## config.mk

```make
export PLATFORM = sky130hd
export DESIGN_NAME = revo_encoder_top
export DESIGN_NICKNAME = d
export VERILOG_FILES = /design/src/revo_phase_pkg.sv /design/src/revo_edge_pulser.sv /design/src/phase_histogram.sv /design/src/revo_lock_control.sv /design/src/trigger_encoder.sv /design/src/revo_activity_monitor.sv /design/src/revo_encoder_top.sv
export SDC_FILE = /design/constraint.sdc
export NUM_CORES = 1
export LEC_CHECK = 0
export BUFFER_PORTS_ARGS = -buffer_cell sky130_fd_sc_hd__buf_2
export CORE_ASPECT_RATIO = 0.75
export CORE_MARGIN = 4
export CORE_UTILIZATION = 50
export DETAILED_ROUTE_END_ITERATION = 12
export GPL_ROUTABILITY_DRIVEN = 0
export PLACE_DENSITY = 0.66
export SETUP_SLACK_MARGIN = 0.4
export SLEW_MARGIN = 20
export SYNTH_ARGS = -nofsm -noshare
export SYNTH_HDL_FRONTEND = slang
export SYNTH_SLANG_ARGS = --single-unit
export TNS_END_PERCENT = 5
```

## constraint.sdc

```tcl
create_clock -name clock127 -period 12.95 [get_ports clock127]
set_input_delay 2.59 -clock clock127 [delete_from_list [all_inputs] [get_ports clock127]]
set_output_delay 2.59 -clock clock127 [all_outputs]
set_load 0.1 [all_outputs]
```

## src/revo_phase_pkg.sv

```systemverilog
package revo_phase_pkg;

	// Word and counter widths --------------------
	localparam int SAMPLE_BITS = 4;
	// About 99.4k revolutions per second, so 33 bits roll over about once a day
	localparam int HIST_WIDTH = 33;
	localparam int PULSE_COUNT_WIDTH = 35;
	// Hardware samples the marker activity roughly every 2^19 cycles
	localparam int ACTIVITY_BITS = 8;

	typedef logic [SAMPLE_BITS-1:0] sample_word_t;
	typedef logic [1:0] phase_t;
	typedef logic [HIST_WIDTH-1:0] hist_count_t;
	typedef logic [PULSE_COUNT_WIDTH-1:0] pulse_count_t;
	typedef logic [ACTIVITY_BITS-1:0] activity_count_t;

	// Lock and startup limits --------------------
	// Hardware latches the phase after 131072 markers
	localparam pulse_count_t PULSE_COUNT_MIN = pulse_count_t'(64);
	// Hardware tolerates 16384 cycles of lost lock
	localparam int NOT_LOCKED_LIMIT = 64;
	localparam int NOT_LOCKED_COUNT_WIDTH = $clog2(NOT_LOCKED_LIMIT + 1);
	typedef logic [NOT_LOCKED_COUNT_WIDTH-1:0] not_locked_count_t;
	localparam not_locked_count_t NOT_LOCKED_MAX = not_locked_count_t'(NOT_LOCKED_LIMIT);

	localparam int STARTUP_CYCLES = 32;
	localparam int STARTUP_COUNT_WIDTH = $clog2(STARTUP_CYCLES);
	typedef logic [STARTUP_COUNT_WIDTH-1:0] startup_count_t;
	localparam startup_count_t STARTUP_LAST = startup_count_t'(STARTUP_CYCLES - 1);

	// Marker arrival words, one per phase
	localparam sample_word_t PATTERN_00 = 4'b1110;
	localparam sample_word_t PATTERN_01 = 4'b1100;
	localparam sample_word_t PATTERN_10 = 4'b1000;
	localparam sample_word_t PATTERN_11 = 4'b1111;

	typedef struct packed {
		phase_t candidate;
		pulse_count_t pulse_count;
	} phase_vote_t;

	typedef struct packed {
		logic phase_locked;
		phase_t phase_select;
	} lock_status_t;

	typedef struct packed {
		logic first_half;
		logic second_half;
	} ddr_pair_t;

	// Plain clock pattern, and the inverted one that marks a revolution
	localparam ddr_pair_t DDR_IDLE = '{first_half: 1'b1, second_half: 1'b0};
	localparam ddr_pair_t DDR_MARK = '{first_half: 1'b0, second_half: 1'b1};

endpackage

```

## src/revo_edge_pulser.sv

```systemverilog
`timescale 1ns/1ps

module revo_edge_pulser #(
	parameter type payload_t = logic
) (
	input logic clock127,
	input logic oserdes_reset,
	input logic clear,
	input payload_t in_word,
	output payload_t out_word
);

	payload_t prev_word;

	// Pass a word only when it follows an idle word
	always_ff @(posedge clock127 or posedge oserdes_reset) begin
		if (oserdes_reset) begin
			prev_word <= '0;
			out_word <= '0;
		end else if (clear) begin
			prev_word <= '0;
			out_word <= '0;
		end else begin
			prev_word <= in_word;
			if (prev_word == '0) begin
				out_word <= in_word;
			end else begin
				out_word <= '0;
			end
		end
	end

endmodule

```

## src/phase_histogram.sv

```systemverilog
`timescale 1ns/1ps

module phase_histogram (
	input logic clock127,
	input logic oserdes_reset,
	input logic histogram_clear,
	input revo_phase_pkg::sample_word_t pulse_word,
	output revo_phase_pkg::phase_vote_t vote
);

	revo_phase_pkg::hist_count_t hist_00;
	revo_phase_pkg::hist_count_t hist_01;
	revo_phase_pkg::hist_count_t hist_10;
	revo_phase_pkg::hist_count_t hist_11;
	revo_phase_pkg::pulse_count_t pulse_count;

	// Stage 1 winners, one per half
	revo_phase_pkg::hist_count_t best_0x;
	revo_phase_pkg::hist_count_t best_1x;
	logic sel_0x;
	logic sel_1x;

	// Stage 2 winner
	revo_phase_pkg::phase_t candidate;

	// Arrival counters --------------------
	always_ff @(posedge clock127 or posedge oserdes_reset) begin
		if (oserdes_reset) begin
			hist_00 <= '0;
			hist_01 <= '0;
			hist_10 <= '0;
			hist_11 <= '0;
			pulse_count <= '0;
		end else if (histogram_clear) begin
			hist_00 <= '0;
			hist_01 <= '0;
			hist_10 <= '0;
			hist_11 <= '0;
			pulse_count <= '0;
		end else begin
			case (pulse_word)
				revo_phase_pkg::PATTERN_00: begin
					hist_00 <= hist_00 + 1'b1;
					pulse_count <= pulse_count + 1'b1;
				end
				revo_phase_pkg::PATTERN_01: begin
					hist_01 <= hist_01 + 1'b1;
					pulse_count <= pulse_count + 1'b1;
				end
				revo_phase_pkg::PATTERN_10: begin
					hist_10 <= hist_10 + 1'b1;
					pulse_count <= pulse_count + 1'b1;
				end
				revo_phase_pkg::PATTERN_11: begin
					hist_11 <= hist_11 + 1'b1;
					pulse_count <= pulse_count + 1'b1;
				end
				// Partial or glitched words do not count
				default: begin
				end
			endcase
		end
	end

	// Best phase search --------------------
	// Equal counts favour the even entry of each half
	always_ff @(posedge clock127 or posedge oserdes_reset) begin
		if (oserdes_reset) begin
			sel_0x <= 1'b0;
			sel_1x <= 1'b0;
			best_0x <= '0;
			best_1x <= '0;
		end else if (histogram_clear) begin
			sel_0x <= 1'b0;
			sel_1x <= 1'b0;
			best_0x <= '0;
			best_1x <= '0;
		end else begin
			sel_0x <= (hist_00 < hist_01);
			best_0x <= (hist_00 < hist_01) ? hist_01 : hist_00;
			sel_1x <= (hist_10 < hist_11);
			best_1x <= (hist_10 < hist_11) ? hist_11 : hist_10;
		end
	end

	// Equal halves favour the 0x half
	always_ff @(posedge clock127 or posedge oserdes_reset) begin
		if (oserdes_reset) begin
			candidate <= '0;
		end else if (histogram_clear) begin
			candidate <= '0;
		end else if (best_0x < best_1x) begin
			candidate <= {1'b1, sel_1x};
		end else begin
			candidate <= {1'b0, sel_0x};
		end
	end

	assign vote.candidate = candidate;
	assign vote.pulse_count = pulse_count;

endmodule

```

## src/revo_lock_control.sv

```systemverilog
`timescale 1ns/1ps

module revo_lock_control (
	input logic clock127,
	input logic oserdes_reset,
	input logic pll_locked,
	input revo_phase_pkg::phase_vote_t vote,
	output logic histogram_clear,
	output logic encoder_enable,
	output logic pll_reset,
	output revo_phase_pkg::lock_status_t lock_status
);

	revo_phase_pkg::startup_count_t startup_count;
	logic in_startup;
	revo_phase_pkg::not_locked_count_t not_locked_count;
	logic lost_lock_pulse;
	logic phase_locked;
	revo_phase_pkg::phase_t phase_select;

	// Startup --------------------
	// PLL reset is held for a fixed number of cycles after power up
	always_ff @(posedge clock127 or posedge oserdes_reset) begin
		if (oserdes_reset) begin
			startup_count <= '0;
			in_startup <= 1'b1;
		end else if (in_startup) begin
			startup_count <= startup_count + 1'b1;
			if (startup_count == revo_phase_pkg::STARTUP_LAST) begin
				in_startup <= 1'b0;
			end
		end
	end

	// Lost lock watchdog --------------------
	always_ff @(posedge clock127 or posedge oserdes_reset) begin
		if (oserdes_reset) begin
			not_locked_count <= '0;
			lost_lock_pulse <= 1'b0;
		end else if (in_startup || pll_locked) begin
			not_locked_count <= '0;
			lost_lock_pulse <= 1'b0;
		end else if (lost_lock_pulse) begin
			// One cycle of PLL reset, then count again
			not_locked_count <= '0;
			lost_lock_pulse <= 1'b0;
		end else if (not_locked_count == revo_phase_pkg::NOT_LOCKED_MAX) begin
			not_locked_count <= '0;
			lost_lock_pulse <= 1'b1;
		end else begin
			not_locked_count <= not_locked_count + 1'b1;
		end
	end

	assign pll_reset = in_startup | lost_lock_pulse;
	assign histogram_clear = in_startup | pll_reset | ~pll_locked;

	// Phase lock --------------------
	// The stage 2 candidate at this point covers exactly the first PULSE_COUNT_MIN markers
	always_ff @(posedge clock127 or posedge oserdes_reset) begin
		if (oserdes_reset) begin
			phase_locked <= 1'b0;
			phase_select <= '0;
		end else if (histogram_clear) begin
			phase_locked <= 1'b0;
			phase_select <= '0;
		end else if (!phase_locked && (vote.pulse_count > revo_phase_pkg::PULSE_COUNT_MIN)) begin
			phase_locked <= 1'b1;
			phase_select <= vote.candidate;
		end
	end

	// Encoder starts one cycle after the lock but stops together with it
	always_ff @(posedge clock127 or posedge oserdes_reset) begin
		if (oserdes_reset) begin
			encoder_enable <= 1'b0;
		end else begin
			encoder_enable <= phase_locked & ~histogram_clear;
		end
	end

	assign lock_status.phase_locked = phase_locked;
	assign lock_status.phase_select = phase_select;

endmodule

```

## src/trigger_encoder.sv

```systemverilog
`timescale 1ns/1ps

module trigger_encoder (
	input logic clock127,
	input logic oserdes_reset,
	input logic encoder_enable,
	input revo_phase_pkg::sample_word_t pulse_word,
	output revo_phase_pkg::ddr_pair_t trigger_ddr
);

	logic long_trg;
	logic short_trg;
	logic pulser_clear;

	assign pulser_clear = ~encoder_enable;

	// Any arrival phase counts as a marker
	always_ff @(posedge clock127 or posedge oserdes_reset) begin
		if (oserdes_reset) begin
			long_trg <= 1'b0;
		end else if (!encoder_enable) begin
			long_trg <= 1'b0;
		end else begin
			long_trg <= |pulse_word;
		end
	end

	revo_edge_pulser #(
		.payload_t(logic)
	) long_to_short (
		.clock127(clock127),
		.oserdes_reset(oserdes_reset),
		.clear(pulser_clear),
		.in_word(long_trg),
		.out_word(short_trg)
	);

	// Marker inverts the clock pattern for one cycle
	always_ff @(posedge clock127 or posedge oserdes_reset) begin
		if (oserdes_reset) begin
			trigger_ddr <= revo_phase_pkg::DDR_IDLE;
		end else if (encoder_enable && short_trg) begin
			trigger_ddr <= revo_phase_pkg::DDR_MARK;
		end else begin
			trigger_ddr <= revo_phase_pkg::DDR_IDLE;
		end
	end

endmodule

```

## src/revo_activity_monitor.sv

```systemverilog
`timescale 1ns/1ps

module revo_activity_monitor (
	input logic clock127,
	input logic oserdes_reset,
	input revo_phase_pkg::sample_word_t pulse_word,
	output logic revo_led
);

	revo_phase_pkg::activity_count_t activity_count;
	logic marker_seen;
	logic period_end;

	assign period_end = &activity_count;

	// Free running sample period
	always_ff @(posedge clock127 or posedge oserdes_reset) begin
		if (oserdes_reset) begin
			activity_count <= '0;
		end else begin
			activity_count <= activity_count + 1'b1;
		end
	end

	// A marker in the last cycle of a period still counts for that period
	always_ff @(posedge clock127 or posedge oserdes_reset) begin
		if (oserdes_reset) begin
			marker_seen <= 1'b0;
			revo_led <= 1'b0;
		end else if (period_end) begin
			revo_led <= marker_seen | (|pulse_word);
			marker_seen <= 1'b0;
		end else if (|pulse_word) begin
			marker_seen <= 1'b1;
		end
	end

endmodule

```

## src/revo_encoder_top.sv

```systemverilog
`timescale 1ns/1ps

module revo_encoder_top (
	input logic clock127,
	input logic oserdes_reset,
	input revo_phase_pkg::sample_word_t revo_word,
	input logic pll_locked,
	output logic pll_reset,
	output revo_phase_pkg::lock_status_t lock_status,
	output revo_phase_pkg::ddr_pair_t trigger_ddr,
	output logic revo_led
);

	revo_phase_pkg::sample_word_t pulse_word;
	revo_phase_pkg::phase_vote_t vote;
	logic histogram_clear;
	logic encoder_enable;

	// Marker front end --------------------
	revo_edge_pulser #(
		.payload_t(revo_phase_pkg::sample_word_t)
	) revo_pulser (
		.clock127(clock127),
		.oserdes_reset(oserdes_reset),
		.clear(1'b0),
		.in_word(revo_word),
		.out_word(pulse_word)
	);

	phase_histogram histogram (
		.clock127(clock127),
		.oserdes_reset(oserdes_reset),
		.histogram_clear(histogram_clear),
		.pulse_word(pulse_word),
		.vote(vote)
	);

	revo_lock_control control (
		.clock127(clock127),
		.oserdes_reset(oserdes_reset),
		.pll_locked(pll_locked),
		.vote(vote),
		.histogram_clear(histogram_clear),
		.encoder_enable(encoder_enable),
		.pll_reset(pll_reset),
		.lock_status(lock_status)
	);

	// Outputs --------------------
	trigger_encoder encoder (
		.clock127(clock127),
		.oserdes_reset(oserdes_reset),
		.encoder_enable(encoder_enable),
		.pulse_word(pulse_word),
		.trigger_ddr(trigger_ddr)
	);

	revo_activity_monitor activity (
		.clock127(clock127),
		.oserdes_reset(oserdes_reset),
		.pulse_word(pulse_word),
		.revo_led(revo_led)
	);

endmodule

```

==> flow_summary.rst, run 1 <==
.. list-table::
   :header-rows: 1

   * - Metric
     - Value
   * - Run status
     - complete, no violations
   * - Via count of the first global-routing pass
     - 10800
   * - Core Footprint
     - 0.0294 sq mm
   * - CTS Buffer Depth
     - 3
   * - Final cell utilization of the core
     - 56.6%
   * - Gr ovfl total
     - 0
   * - Commonest cells in the synthesized netlist
     - 276 x sky130_fd_sc_hd__dfrtp_1, 223 x sky130_fd_sc_hd__nand2_1, 191 x sky130_fd_sc_hd__nor2_1
   * - Final Worst Setup Slack
     - 8.51 ns
   * - Crit path kind
     - flip-flop to output pin
   * - Area post-placement
     - 0.0155 sq mm
   * - Number of flops mapped to enable cells by yosys
     - 0
   * - Dpl ws
     - 8.28 ns
   * - Clock tree from TritonCTS
     - done
   * - Port Buffers
     - 13
   * - DRC violation total after the first TritonRoute iteration
     - 788
   * - Top cells by area, synth
     - sky130_fd_sc_hd__dfrtp_1 46%, sky130_fd_sc_hd__ha_1 8.9%, sky130_fd_sc_hd__nand2_1 5.5%, sky130_fd_sc_hd__xnor2_1 4.9%, sky130_fd_sc_hd__nor2_1 4.7%
   * - Final clock skew
     - 0.0236 ns
   * - Layout cells sized above 1
     - 5.48%
   * - Normalized max-slew margin
     - 27.4%
   * - Hold Path Depth
     - 1
   * - Min-Delay Path Class
     - flip-flop to flip-flop
   * - Worst-skew pair later-pin latency
     - 0.57 ns
   * - Async set-reset flop share out of synthesis
     - 100%
   * - Total nets after synthesis
     - 1717
   * - Mean routed wirelength per cell
     - 15.8 um
   * - Antenna violations before repair
     - 0
   * - Post-cts sizing count
     - 0
   * - Count of hold buffers inserted by post-cts repair
     - 0
   * - Global routing usage summed across all routing layers
     - 19.8%
   * - Largest net degree at the start of global routing
     - 145
   * - Post-synthesis sequential area ratio
     - 46.1%
   * - Worst EP required
     - 10.36 ns
   * - DRC violations left
     - 0
   * - Setup repair after global routing missed its margin
     - false
   * - Number of standard cells in the final layout excluding fillers
     - 2016
   * - Start of the worst register-to-register path
     - histogram.hist_01[8]
   * - Library cells used by synthesis
     - 52
   * - Final-report hold violation count
     - 0
   * - Final routed wirelength across all metal layers
     - 31900 um
   * - Top_reg_cell synth
     - sky130_fd_sc_hd__dfrtp_1
   * - Total instance count after detailed placement
     - 1961
   * - FF-to-FF path depth
     - 9
   * - Most instantiated library cell after synthesis
     - sky130_fd_sc_hd__dfrtp_1
   * - Cell count after synthesis
     - 1603
   * - Final design instance area without fill
     - 0.0166 sq mm
   * - Final Slew Violations
     - 0
   * - Nets
     - 1715
   * - Placed wire-length estimate after detailed placement
     - 22000 um
   * - CP Launch Point
     - control.in_startup
   * - Setup crit end kind
     - output pin
   * - Post-CTS setup-driven buffer insertion count
     - 0
   * - Reg2Reg Capture Point
     - histogram.best_0x[0]
   * - Pwr dens
     - 111 mW/mm^2
   * - CTS Sinks
     - 278
   * - Count of antenna diodes in the layout
     - 0
   * - Leakage power
     - 7.27 nW
   * - YS warnings
     - 0
   * - Detailed-routing iteration count for the pre-antenna-repair pass
     - 5
   * - Yosys reg bits
     - 278
   * - VDD IR max
     - 0.0000980 V
   * - CP Capture Point
     - pll_reset
   * - Std-Cell Rows
     - 54
   * - Critical Path Start Type
     - flip-flop
   * - I/O pin count
     - 14
   * - Area delta synth->final
     - 10.2%
   * - Wire length of the first global-routing pass
     - 54500 um
   * - TritonCTS buffer count
     - 29
   * - Vertical extent of the die
     - 159 um
   * - Setup TNS Final
     - 0 ns
   * - Number of nets with antenna violations after routing
     - 0
   * - Final setup violation count
     - 0
   * - Buffer cell driving the clock tree root
     - sky130_fd_sc_hd__clkbuf_16
   * - Final critical-path required period
     - 4.44 ns
   * - Post-synthesis average cell area
     - 9.42 sq um
   * - CTS clock-pin slew for the worst setup and hold paths
     - 0.06 ns
   * - Filler cell count
     - 2589
   * - Slew at the pin closest to its max-slew limit
     - 1.09 ns
   * - Number of levels in the clock H-tree
     - 1
   * - Chip width
     - 209 um
   * - Area of the die
     - 0.0331 sq mm
   * - Average vias per placed instance
     - 5.46
   * - Worst Path Arrival
     - 1.85 ns
   * - Register-to-register path setup slack
     - 9.51 ns
   * - Hold Startpoint
     - encoder.long_to_short.out_word
   * - Final period utilization
     - 34.3%
   * - Largest driver fanout on the critical path
     - 7
   * - Effective utilization at floorplan
     - 51.4%
   * - Via count
     - 11000
   * - Cell Area, Synth
     - 0.0151 sq mm
   * - Share of the synthesized area in the top cell type
     - 45.7%
   * - Max frequency
     - 0.225 GHz
   * - Number of maximum-capacitance constraint violations
     - 0
   * - Yosys top cell by area
     - sky130_fd_sc_hd__dfrtp_1
## worst min-delay path by stage
stage | endpoint | slack (ns)
after floorplan | encoder.trigger_ddr[1] | 0.36
after global placement | encoder.trigger_ddr[1] | 0.38
after detailed placement | encoder.trigger_ddr[1] | 0.40
after CTS | encoder.trigger_ddr[1] | 0.38
after global routing | encoder.trigger_ddr[1] | 0.42
final | encoder.trigger_ddr[1] | 0.39
## stage by stage
step           hold WS [ns]  power (W)
2_1_floorplan         0.364   0.000921
4_1_cts               0.383    0.00188
3_3_place_gp          0.384   0.000933
5_1_grt               0.423    0.00192
6_report              0.387    0.00186
3_5_place_dp          0.397   0.000933
## worst max-delay path, stage by stage, from the launching register on
cell	delay, ns
sky130_fd_sc_hd__dfstp_2	0.60
sky130_fd_sc_hd__nor2_1	0.14
sky130_fd_sc_hd__inv_1	0.11
sky130_fd_sc_hd__buf_2	0.43
## layout by cell type, fill, tap and decap left out, types with 18 or more instances in the layout
| master | instances |
|---|---|
| sky130_fd_sc_hd__dfrtp_1 | 276 |
| sky130_fd_sc_hd__nand2_1 | 222 |
| sky130_fd_sc_hd__nor2_1 | 191 |
| sky130_fd_sc_hd__inv_1 | 115 |
| sky130_fd_sc_hd__ha_1 | 107 |
| sky130_fd_sc_hd__xnor2_1 | 84 |
| sky130_fd_sc_hd__nand3_1 | 77 |
| sky130_fd_sc_hd__xor2_1 | 74 |
| sky130_fd_sc_hd__mux2i_1 | 70 |
| sky130_fd_sc_hd__nand4_1 | 63 |
| sky130_fd_sc_hd__a21oi_1 | 59 |
| sky130_fd_sc_hd__o21ai_0 | 34 |
| sky130_fd_sc_hd__and3_1 | 29 |
| sky130_fd_sc_hd__clkbuf_16 | 29 |
| sky130_fd_sc_hd__nor4_1 | 23 |
| sky130_fd_sc_hd__or3_1 | 18 |
## layer usage
layer,GRT usage (%),routed length [um],vias up
met5,0,0,-
met3,3.17,1420,45
met1,29.5,16200,5338
li1,-,-,5443
met2,30.6,13700,177
met4,4.72,605,0
## where the power goes
part | total (W) | switching, W | internal [W]
combinational | 0.0000425 | 0.0000379 | 0.00000458
clock | 0.000940 | 0.000359 | 0.000581
sequential | 0.000873 | 0.00000221 | 0.000871
total | 0.00186 | 0.000399 | 0.00146
## kinds of logic after synthesis
kind of cell	Yosys count	share of synthesized area, %
and+or+nand+nor	694	22.0
DFF	278	46.1
buffers and inverters	171	4.39
xor gates and xnor gates	158	9.16
AOI/OAI and AO/OA	123	4.71
adders and majority gates	107	8.86
muxes	72	4.79
## area by class of cell
type                    count  area [sq um]  share of cell area, %
clock buffers              39           813                   4.89
clock inverters            15           268                   1.61
inverters                 116           448                   2.69
multi-input cells        1154          7510                   45.1
flip-flops and latches    278          6960                   41.8
well taps                 392           490                   2.95
repair buffers             22           156                  0.939
## sequential cells by signal, indices dropped and copies added, names as in the netlist, 2 cells and up
signal / count
activity.activity_count: 8
revo_pulser.prev_word: 4
histogram.hist_10: 33
histogram.pulse_count: 35
control.phase_select: 2
control.startup_count: 5
histogram.best_1x: 33
histogram.best_0x: 33
control.not_locked_count: 7
encoder.trigger_ddr: 2
revo_pulser.out_word: 4
histogram.candidate: 2
histogram.hist_01: 33
histogram.hist_00: 33
histogram.hist_11: 33
Power figures use the tool's default switching activity.
==> inputs of run 2 (changes only) <==
ABC_AREA = 1   (was not set)
PLACE_DENSITY = 0.69   (was 0.66)
clock period = 3.9 ns   (was 12.95 ns; I/O delays follow)
==> run 2 against run 1 <==
Clock power rose to 3.2 times the previous value. Hold slack got worse by 0.16 ns. Via count up 51%. Flip-flop and latch count unchanged. Critical endpoint is now histogram.best_0x[1]. Largest power group unchanged. Power increased to 3.3 times the previous value.
==> flow_summary.rst, run 2 <==
.. list-table::
   :header-rows: 1

   * - Metric
     - Value
   * - Run status
     - complete, no violations (unchanged)
   * - Final Slew Violations
     - 0 (unchanged)
   * - Library cells used by synthesis
     - 44 (was 52)
   * - Average vias per placed instance
     - 5.56 (was 5.46)
   * - Largest family of logic cells by synthesized area
     - simple AND/OR/NAND/NOR gates (unchanged)
   * - Top_reg_cell synth
     - sky130_fd_sc_hd__dfrtp_1 (unchanged)
   * - Crit path kind
     - flip-flop to flip-flop (was flip-flop to output pin)
   * - Number of flops mapped to enable cells by yosys
     - 0 (unchanged)
   * - Total nets after synthesis
     - 2620 (was 1717)
   * - Cell count after synthesis
     - 2506 (was 1603)
   * - Worst Path Arrival
     - 3.18 ns (was 1.85 ns)
   * - Switching power as a share of total power
     - 23.4% (was 21.5%)
   * - Effective utilization at floorplan
     - 50.8% (was 51.4%)
   * - Top cells by area, synth
     - sky130_fd_sc_hd__dfrtp_1 39%, sky130_fd_sc_hd__nand2_1 13%, sky130_fd_sc_hd__nor2_1 7.7%, sky130_fd_sc_hd__ha_1 7.6%, sky130_fd_sc_hd__inv_1 7.2% (was sky130_fd_sc_hd__dfrtp_1 46%, sky130_fd_sc_hd__ha_1 8.9%, sky130_fd_sc_hd__nand2_1 5.5%, sky130_fd_sc_hd__xnor2_1 4.9%, sky130_fd_sc_hd__nor2_1 4.7%)
   * - Share of the synthesized area in the top cell type
     - 39.0% (was 45.7%)
   * - Detailed-routing iteration count for the pre-antenna-repair pass
     - 8 (was 5)
   * - Largest net degree at the start of global routing
     - 115 (was 145)
   * - Slowest cell delay on critical path
     - 0.62 ns (was 0.60 ns)
   * - VDD IR max
     - 0.000348 V (was 0.0000980 V)
   * - YS warnings
     - 0 (unchanged)
   * - Filler cell count
     - 3285 (was 2589)
   * - Cell Area, Synth
     - 0.0177 sq mm (was 0.0151 sq mm)
   * - Antenna violations before repair
     - 0 (unchanged)
   * - Flip-flop count of the largest register after layout
     - 35 (unchanged)
   * - Area share of xor/xnor cells in the synthesized design
     - 0.742% (was 9.16%)
   * - Count of hold buffers inserted by post-cts repair
     - 0 (unchanged)
   * - Count of antenna diodes in the layout
     - 0 (unchanged)
   * - Nets
     - 2623 (was 1715)
   * - Final critical-path required period
     - 2.72 ns
   * - Min-Delay Path Class
     - primary input to async pin (was flip-flop to flip-flop)
   * - Final routed wirelength across all metal layers
     - 50600 um (was 31900 um)
   * - Area delta synth->final
     - 8.93% (was 10.2%)
   * - Pwr dens
     - 317 mW/mm^2 (was 111 mW/mm^2)
   * - Most frequent standard cell in the layout excluding fill and tap cells
     - sky130_fd_sc_hd__nand2_1 (was sky130_fd_sc_hd__dfrtp_1)
   * - Critical Path Start Type
     - flip-flop (unchanged)
   * - CTS Buffer Depth
     - 3 (unchanged)
   * - Post-synthesis average cell area
     - 7.07 sq um (was 9.42 sq um)
   * - Post-synthesis sequential area ratio
     - 39.3% (was 46.1%)
   * - DRC violation total after the first TritonRoute iteration
     - 1766 (was 788)
   * - Commonest cells in the synthesized netlist
     - 631 x sky130_fd_sc_hd__nand2_1, 365 x sky130_fd_sc_hd__nor2_1, 340 x sky130_fd_sc_hd__inv_1 (was 276 x sky130_fd_sc_hd__dfrtp_1, 223 x sky130_fd_sc_hd__nand2_1, 191 x sky130_fd_sc_hd__nor2_1)
   * - Wire length of the first global-routing pass
     - 82200 um (was 54500 um)
   * - P_int
     - 0.00469 W (was 0.00146 W)
   * - Placed wire-length estimate after detailed placement
     - 38200 um (was 22000 um)
   * - Chip width
     - 225 um (was 209 um)
   * - Clock tree from TritonCTS
     - done (unchanged)
   * - Final clock skew
     - 0.0195 ns (was 0.0236 ns)
   * - Async set-reset flop share out of synthesis
     - 100% (unchanged)
   * - Number of maximum-capacitance constraint violations
     - 0 (unchanged)
   * - Share of synthesized cell area in full adder, half adder and majority cells
     - 7.56% (was 8.86%)
   * - Largest driver fanout on the critical path
     - 35 (was 7)
   * - Cell chain of the critical path
     - inv_1, ha_1, nand2_1, nor2_1, nand2_1, nor2_1, nand2_1, nand2_1, nor2_4, buf_12, nand3_1, nand2_1, nor2_1 (was nor2_1, inv_1, buf_2)
   * - I/O pin count
     - 14 (unchanged)
   * - CTS Sinks
     - 278 (unchanged)
   * - Port Buffers
     - 13 (unchanged)
   * - TritonCTS buffer count
     - 30 (was 29)
   * - Number of levels in the clock H-tree
     - 1 (unchanged)
   * - Post-cts sizing count
     - 0 (unchanged)
   * - Number of standard cells in the final layout excluding fillers
     - 2990 (was 2016)
   * - Post-CTS setup-driven buffer insertion count
     - 0 (unchanged)
   * - Gate family responsible for the most delay along the worst path
     - simple AND/OR/NAND/NOR gates (was flip-flops)
   * - Via count
     - 16600 (was 11000)
   * - Yosys top cell by area
     - sky130_fd_sc_hd__dfrtp_1 (unchanged)
   * - CTS clock-pin slew for the worst setup and hold paths
     - 0.07 ns (was 0.06 ns)
   * - Final period utilization
     - 69.8%
   * - Cell with the most instances on the worst path
     - sky130_fd_sc_hd__nand2_1
   * - Synth Area in Compound Gates
     - 8.52% (was 4.71%)
   * - Area taken by flip-flops and latches
     - 0.00696 sq mm (unchanged)
   * - Number of nets with antenna violations after routing
     - 0 (unchanged)
   * - Multi-input gate area
     - 0.00912 sq mm (was 0.00751 sq mm)
   * - Yosys reg bits
     - 278 (unchanged)
   * - Leakage power
     - 9.33 nW (was 7.27 nW)
   * - Global routing usage summed across all routing layers
     - 26.4% (was 19.8%)
   * - Vertical extent of the die
     - 171 um (was 159 um)
   * - Power after layout
     - 0.00613 W (was 0.00186 W)
   * - Via count of the first global-routing pass
     - 15400 (was 10800)
   * - Register with the most flip-flops
     - histogram.pulse_count (unchanged)
   * - Std-Cell Rows
     - 59 (was 54)
   * - Gr ovfl total
     - 0 (unchanged)
   * - Sequential cell fraction of total power
     - 47.5% (was 47.1%)
   * - Count of buffer and inverter cells on the critical path
     - 2 (unchanged)
   * - Share of synthesized area spent on multiplexers
     - 0% (was 4.79%)
   * - Worst EP required
     - 4.36 ns (was 10.36 ns)
   * - Normalized max-slew margin
     - 46.5% (was 27.4%)
   * - Max frequency
     - 0.368 GHz
   * - Setup repair after global routing missed its margin
     - false (unchanged)
   * - Area share of and/or/nand/nor cells after synthesis
     - 34.6% (was 22.0%)
   * - Part of the total power dissipated in combinational logic
     - 3.5% (was 2.3%)
   * - DRC violations left
     - 0 (unchanged)
   * - Worst-skew pair later-pin latency
     - 0.58 ns (was 0.57 ns)
   * - Layout cells sized above 1
     - 6.04% (was 5.48%)
   * - Mean routed wirelength per cell
     - 16.9 um (was 15.8 um)
   * - Slew at the pin closest to its max-slew limit
     - 0.800 ns (was 1.09 ns)
   * - Total instance count after detailed placement
     - 2934 (was 1961)
   * - Buffer cell driving the clock tree root
     - sky130_fd_sc_hd__clkbuf_16 (unchanged)
   * - Final setup violation count
     - 0 (unchanged)
   * - Commonest non-fill, non-tap cells in the layout
     - 630 x sky130_fd_sc_hd__nand2_1, 365 x sky130_fd_sc_hd__nor2_1, 339 x sky130_fd_sc_hd__inv_1, 276 x sky130_fd_sc_hd__dfrtp_1, 165 x sky130_fd_sc_hd__nand3_1 (was 276 x sky130_fd_sc_hd__dfrtp_1, 222 x sky130_fd_sc_hd__nand2_1, 191 x sky130_fd_sc_hd__nor2_1, 115 x sky130_fd_sc_hd__inv_1, 107 x sky130_fd_sc_hd__ha_1)
   * - Final-report hold violation count
     - 0 (unchanged)
   * - Core Footprint
     - 0.0348 sq mm (was 0.0294 sq mm)
   * - Critical path's slowest cell
     - sky130_fd_sc_hd__nor2_4 (was sky130_fd_sc_hd__dfstp_2)
   * - Power share of the clock group
     - 49.0% (was 50.7%)
   * - Most instantiated library cell after synthesis
     - sky130_fd_sc_hd__nand2_1 (was sky130_fd_sc_hd__dfrtp_1)
   * - Power spent charging and discharging nets
     - 0.00143 W (was 0.000399 W)
   * - Area of the die
     - 0.0385 sq mm (was 0.0331 sq mm)
   * - Setup crit end kind
     - flip-flop (was output pin)
-- run 2: layout make-up --
cell class                 count  share of cell area (%)
clock buffer                  37                    4.23
clock inverter                19                    1.12
inverter                     353                    6.91
multi-input combinational   1813                    47.3
sequential                   278                    36.1
tap                          457                    2.96
timing repair buffer          33                    1.44
-- run 2: kinds of logic after synthesis --
logic type / Yosys count
buffers and inverters: 415
flip-flops: 278
AO/OA/AOI/OAI: 285
AND/OR/NAND/NOR: 1406
XOR/XNOR: 15
adder cells (fa/ha/maj): 107
-- run 2: metrics by stage --
| step | cell area, sq um | hold WS [ns] | util (%) | setup WS (ns) | TNS (ns) |
|---|---|---|---|---|---|
| after global routing | 19300 | 0.230 | 55.4 | 1.02 | 0 |
| final | 19300 | 0.226 | 55.4 | 1.18 | 0 |
| after floorplan | 17700 | 0.364 | - | -0.558 | -153.93 |
| after detailed placement | 18300 | 0.386 | 52.4 | 1.30 | 0 |
| after CTS | 19300 | 0.203 | 55.4 | 1.27 | 0 |
| after global placement | 18300 | 0.384 | 52.4 | 1.33 | 0 |
-- run 2: worst paths after layout --
| kind | startpoint | to | slack (ns) | cells after the start |
|---|---|---|---|---|
| setup reg to reg | histogram.hist_01[18] | histogram.best_0x[1] | 1.18 | 13 |
| setup / recovery | histogram.hist_01[18] | histogram.best_0x[1] | 1.18 | 13 |
| max in group asynchronous | oserdes_reset | histogram.hist_10[21] | 2.70 | 3 |
| min in group clock127 | revo_word[3] | revo_pulser.prev_word[3] | 0.31 | 1 |
| hold / removal | oserdes_reset | histogram.hist_11[28] | 0.23 | 2 |
| hold reg to reg | encoder.long_to_short.out_word | encoder.trigger_ddr[1] | 0.40 | 1 |
-- run 2: per-layer routing --
layer / up-vias / share of wire (%) / track usage (%)
met5: - / 0 / 0
met4: 0 / 2.6 / 6.73
met3: 89 / 10 / 6.36
met2: 671 / 40 / 37.8
met1: 7754 / 47 / 40.3
li1: 8121 / - / -
-- run 2: power groups by stage --
stage	registers [W]	clock network, W	logic [W]
2_1_floorplan	0.00296	0	0.000153
3_3_place_gp	0.00296	0	0.000215
3_5_place_dp	0.00296	0	0.000218
4_1_cts	0.00291	0.00306	0.000220
5_1_grt	0.00291	0.00318	0.000246
6_report	0.00291	0.00300	0.000215
==> inputs of run 3 (changes only) <==
PLACE_DENSITY = 0.66   (was 0.69)
clock period = 2.8 ns   (was 3.9 ns; I/O delays follow)
==> run 3 against run 2 <==
Hold slack got worse by 0.14 ns. Largest cell class unchanged. Core utilization grew 1.3 points. Setup slack lost 0.78 ns. Power rose by 42%. Critical path depth is 3 lower. Clock skew fell by 0.0039 ns. Clock power is 44% higher. Combinational power is 48% higher. Fmax increased by 13%.
==> flow_summary.rst, run 3 (synthesis gave the netlist of run 2 again) <==
.. list-table::
   :header-rows: 1

   * - Metric
     - Value
   * - Run status
     - complete, no violations (unchanged)
   * - Via count of the first global-routing pass
     - 15500 (was 15400)
   * - Worst Path Arrival
     - 2.90 ns (was 3.18 ns)
   * - CTS Buffer Depth
     - 3 (unchanged)
   * - I/O pin count
     - 14 (unchanged)
   * - Cell with the most instances on the worst path
     - sky130_fd_sc_hd__a21oi_1 (was sky130_fd_sc_hd__nand2_1)
   * - DRC violation total after the first TritonRoute iteration
     - 2130 (was 1766)
   * - Nets
     - 2658 (was 2623)
   * - Via count
     - 16900 (was 16600)
   * - Gate family responsible for the most delay along the worst path
     - compound AO/OA/AOI/OAI gates (was simple AND/OR/NAND/NOR gates)
   * - Number of maximum-capacitance constraint violations
     - 0 (unchanged)
   * - Average vias per placed instance
     - 5.59 (was 5.56)
   * - Gr ovfl total
     - 0 (unchanged)
   * - VDD IR max
     - 0.000534 V (was 0.000348 V)
   * - Count of antenna diodes in the layout
     - 0 (unchanged)
   * - Switching power as a share of total power
     - 23.8% (was 23.4%)
   * - Largest driver fanout on the critical path
     - 36 (was 35)
   * - Largest net degree at the start of global routing
     - 101 (was 115)
   * - Chip width
     - 225 um (unchanged)
   * - Final design instance area without fill
     - 0.0198 sq mm (was 0.0193 sq mm)
   * - Antenna violations before repair
     - 0 (unchanged)
   * - Count of buffer and inverter cells on the critical path
     - 2 (unchanged)
   * - Detailed-routing iteration count for the pre-antenna-repair pass
     - 6 (was 8)
   * - Area of the die
     - 0.0385 sq mm (unchanged)
   * - Area post-placement
     - 0.0186 sq mm (was 0.0183 sq mm)
   * - Flip-flop count of the largest register after layout
     - 35 (unchanged)
   * - Normalized max-slew margin
     - 54.1% (was 46.5%)
   * - Setup TNS Final
     - 0 ns (unchanged)
   * - Clock tree from TritonCTS
     - done (unchanged)
   * - Slew at the pin closest to its max-slew limit
     - 0.683 ns (was 0.800 ns)
   * - Cell chain of the critical path
     - inv_1, ha_1, a21oi_1, o21ai_0, a21oi_1, nand2_1, nand2_4, buf_12, a21oi_1, nor2_1 (was inv_1, ha_1, nand2_1, nor2_1, nand2_1, nor2_1, nand2_1, nand2_1, nor2_4, buf_12, nand3_1, nand2_1, nor2_1)
   * - Sequential cell fraction of total power
     - 46.7% (was 47.5%)
   * - Final routed wirelength across all metal layers
     - 53100 um (was 50600 um)
   * - Mean routed wirelength per cell
     - 17.5 um (was 16.9 um)
   * - Final setup violation count
     - 0 (unchanged)
   * - Number of levels in the clock H-tree
     - 1 (unchanged)
   * - Final clock skew
     - 0.0156 ns (was 0.0195 ns)
   * - Part of the total power dissipated in combinational logic
     - 3.7% (was 3.5%)
   * - Final-report hold violation count
     - 0 (unchanged)
   * - Buffer cell driving the clock tree root
     - sky130_fd_sc_hd__clkbuf_16 (unchanged)
   * - Slowest cell delay on critical path
     - 0.45 ns (was 0.62 ns)
   * - P_int
     - 0.00661 W (was 0.00469 W)
   * - Min-Delay Path Class
     - primary input to flip-flop (was primary input to async pin)
   * - Pwr dens
     - 439 mW/mm^2 (was 317 mW/mm^2)
   * - Final critical-path required period
     - 2.41 ns (was 2.72 ns)
   * - Effective utilization at floorplan
     - 50.8% (unchanged)
   * - Filler cell count
     - 3364 (was 3285)
   * - Multi-input gate area
     - 0.00916 sq mm (was 0.00912 sq mm)
   * - Wire length of the first global-routing pass
     - 84600 um (was 82200 um)
   * - Final period utilization
     - 85.9% (was 69.8%)
   * - Area delta synth->final
     - 11.5% (was 8.93%)
   * - Global routing usage summed across all routing layers
     - 27.4% (was 26.4%)
   * - TritonCTS buffer count
     - 31 (was 30)
   * - Placed wire-length estimate after detailed placement
     - 39600 um (was 38200 um)
   * - Critical Path Start Type
     - flip-flop (unchanged)
   * - Final cell utilization of the core
     - 56.7% (was 55.4%)
   * - Worst EP required
     - 3.29 ns (was 4.36 ns)
   * - Register with the most flip-flops
     - histogram.pulse_count (unchanged)
   * - Crit path kind
     - flip-flop to flip-flop (unchanged)
   * - Critical path's slowest cell
     - sky130_fd_sc_hd__dfrtp_2 (was sky130_fd_sc_hd__nor2_4)
   * - Area taken by flip-flops and latches
     - 0.00697 sq mm (was 0.00696 sq mm)
   * - CTS clock-pin slew for the worst setup and hold paths
     - 0.06 ns (was 0.07 ns)
   * - Power after layout
     - 0.00867 W (was 0.00613 W)
   * - Setup repair after global routing missed its margin
     - true (was false)
   * - Final Slew Violations
     - 0 (unchanged)
   * - Commonest non-fill, non-tap cells in the layout
     - 629 x sky130_fd_sc_hd__nand2_1, 363 x sky130_fd_sc_hd__nor2_1, 338 x sky130_fd_sc_hd__inv_1, 271 x sky130_fd_sc_hd__dfrtp_1, 165 x sky130_fd_sc_hd__nand3_1 (was 630 x sky130_fd_sc_hd__nand2_1, 365 x sky130_fd_sc_hd__nor2_1, 339 x sky130_fd_sc_hd__inv_1, 276 x sky130_fd_sc_hd__dfrtp_1, 165 x sky130_fd_sc_hd__nand3_1)
   * - Power share of the clock group
     - 49.7% (was 49.0%)
   * - Hold Slack
     - 0.0873 ns (was 0.226 ns)
   * - CTS Sinks
     - 278 (unchanged)
   * - Leakage power
     - 9.55 nW (was 9.33 nW)
   * - Vertical extent of the die
     - 171 um (unchanged)
   * - Max frequency
     - 0.416 GHz (was 0.368 GHz)
   * - Worst-skew pair later-pin latency
     - 0.60 ns (was 0.58 ns)
   * - Number of nets with antenna violations after routing
     - 0 (unchanged)
   * - DRC violations left
     - 0 (unchanged)
   * - Setup crit end kind
     - flip-flop (unchanged)
   * - Most frequent standard cell in the layout excluding fill and tap cells
     - sky130_fd_sc_hd__nand2_1 (unchanged)
   * - Port Buffers
     - 13 (unchanged)
   * - Layout cells sized above 1
     - 7.75% (was 6.04%)
   * - Power spent charging and discharging nets
     - 0.00206 W (was 0.00143 W)
   * - Core Footprint
     - 0.0348 sq mm (unchanged)
   * - Std-Cell Rows
     - 59 (unchanged)
[run 3: cell count changes in the layout (fill, tap and decap cells not counted), moves of 2 or more]
cell	change
sky130_fd_sc_hd__buf_12	+8
sky130_fd_sc_hd__clkbuf_16	+2
sky130_fd_sc_hd__buf_4	+23
sky130_fd_sc_hd__dfrtp_1	-5
sky130_fd_sc_hd__clkinv_2	-5
sky130_fd_sc_hd__clkinvlp_4	+3
sky130_fd_sc_hd__clkbuf_8	+3
sky130_fd_sc_hd__nor2_1	-2
sky130_fd_sc_hd__dfrtp_2	+5
[run 3: through the flow]
| stage | cells | setup WS, ns |
|---|---|---|
| after detailed placement | 2959 | 0.307 |
| final | 3025 | 0.395 |
| after floorplan | 2506 | -1.44 |
| after global routing | 3025 | 0.299 |
| after CTS | 3017 | 0.421 |
| after global placement | 2959 | 0.323 |
[run 3: path summary, 6_finish.rpt]
check	from	end	slack, ns	cells past startpoint
min reg2reg	encoder.long_to_short.prev_word	encoder.long_to_short.out_word	0.40	1
max reg2reg	histogram.hist_01[16]	histogram.best_0x[3]	0.39	10
max in group asynchronous	oserdes_reset	encoder.trigger_ddr[1]	1.48	5
max	histogram.hist_01[16]	histogram.best_0x[3]	0.39	10
min in group asynchronous	oserdes_reset	histogram.hist_11[18]	0.47	3
min	revo_word[2]	revo_pulser.prev_word[2]	0.09	1
[run 3: per-layer routing]
layer / up-vias / track usage, % / share of wire (%)
li1: 8189 / - / -
met1: 7882 / 43.5 / 47
met2: 760 / 38.1 / 39
met3: 85 / 6.14 / 11
met4: 0 / 5.70 / 2.2
met5: - / 0 / 0
[run 3: final cells by class]
type,instances,share of cell area (%)
clock buffers,40,4.45
clock inverters,17,1.00
inverters,353,6.75
multi-input cells,1814,46.4
flip-flops and latches,278,35.3
well taps,457,2.89
repair buffers,66,3.27
[run 3: timing repair]
item	in CTS	in global routing
endpoints found under the hold margin	3	0
endpoints found under the setup margin	25	62
hold buffers	1	0
resized for setup	2	12
setup buffers	0	6
pin swaps	0	2
cloned	0	2
[run 3: power by group through the flow]
stage | sequential [W] | combinational, W | clock (W)
6_report | 0.00405 | 0.000318 | 0.00431
2_1_floorplan | 0.00413 | 0.000213 | 0
3_5_place_dp | 0.00412 | 0.000321 | 0
4_1_cts | 0.00405 | 0.000323 | 0.00438
3_3_place_gp | 0.00412 | 0.000317 | 0
5_1_grt | 0.00405 | 0.000360 | 0.00455
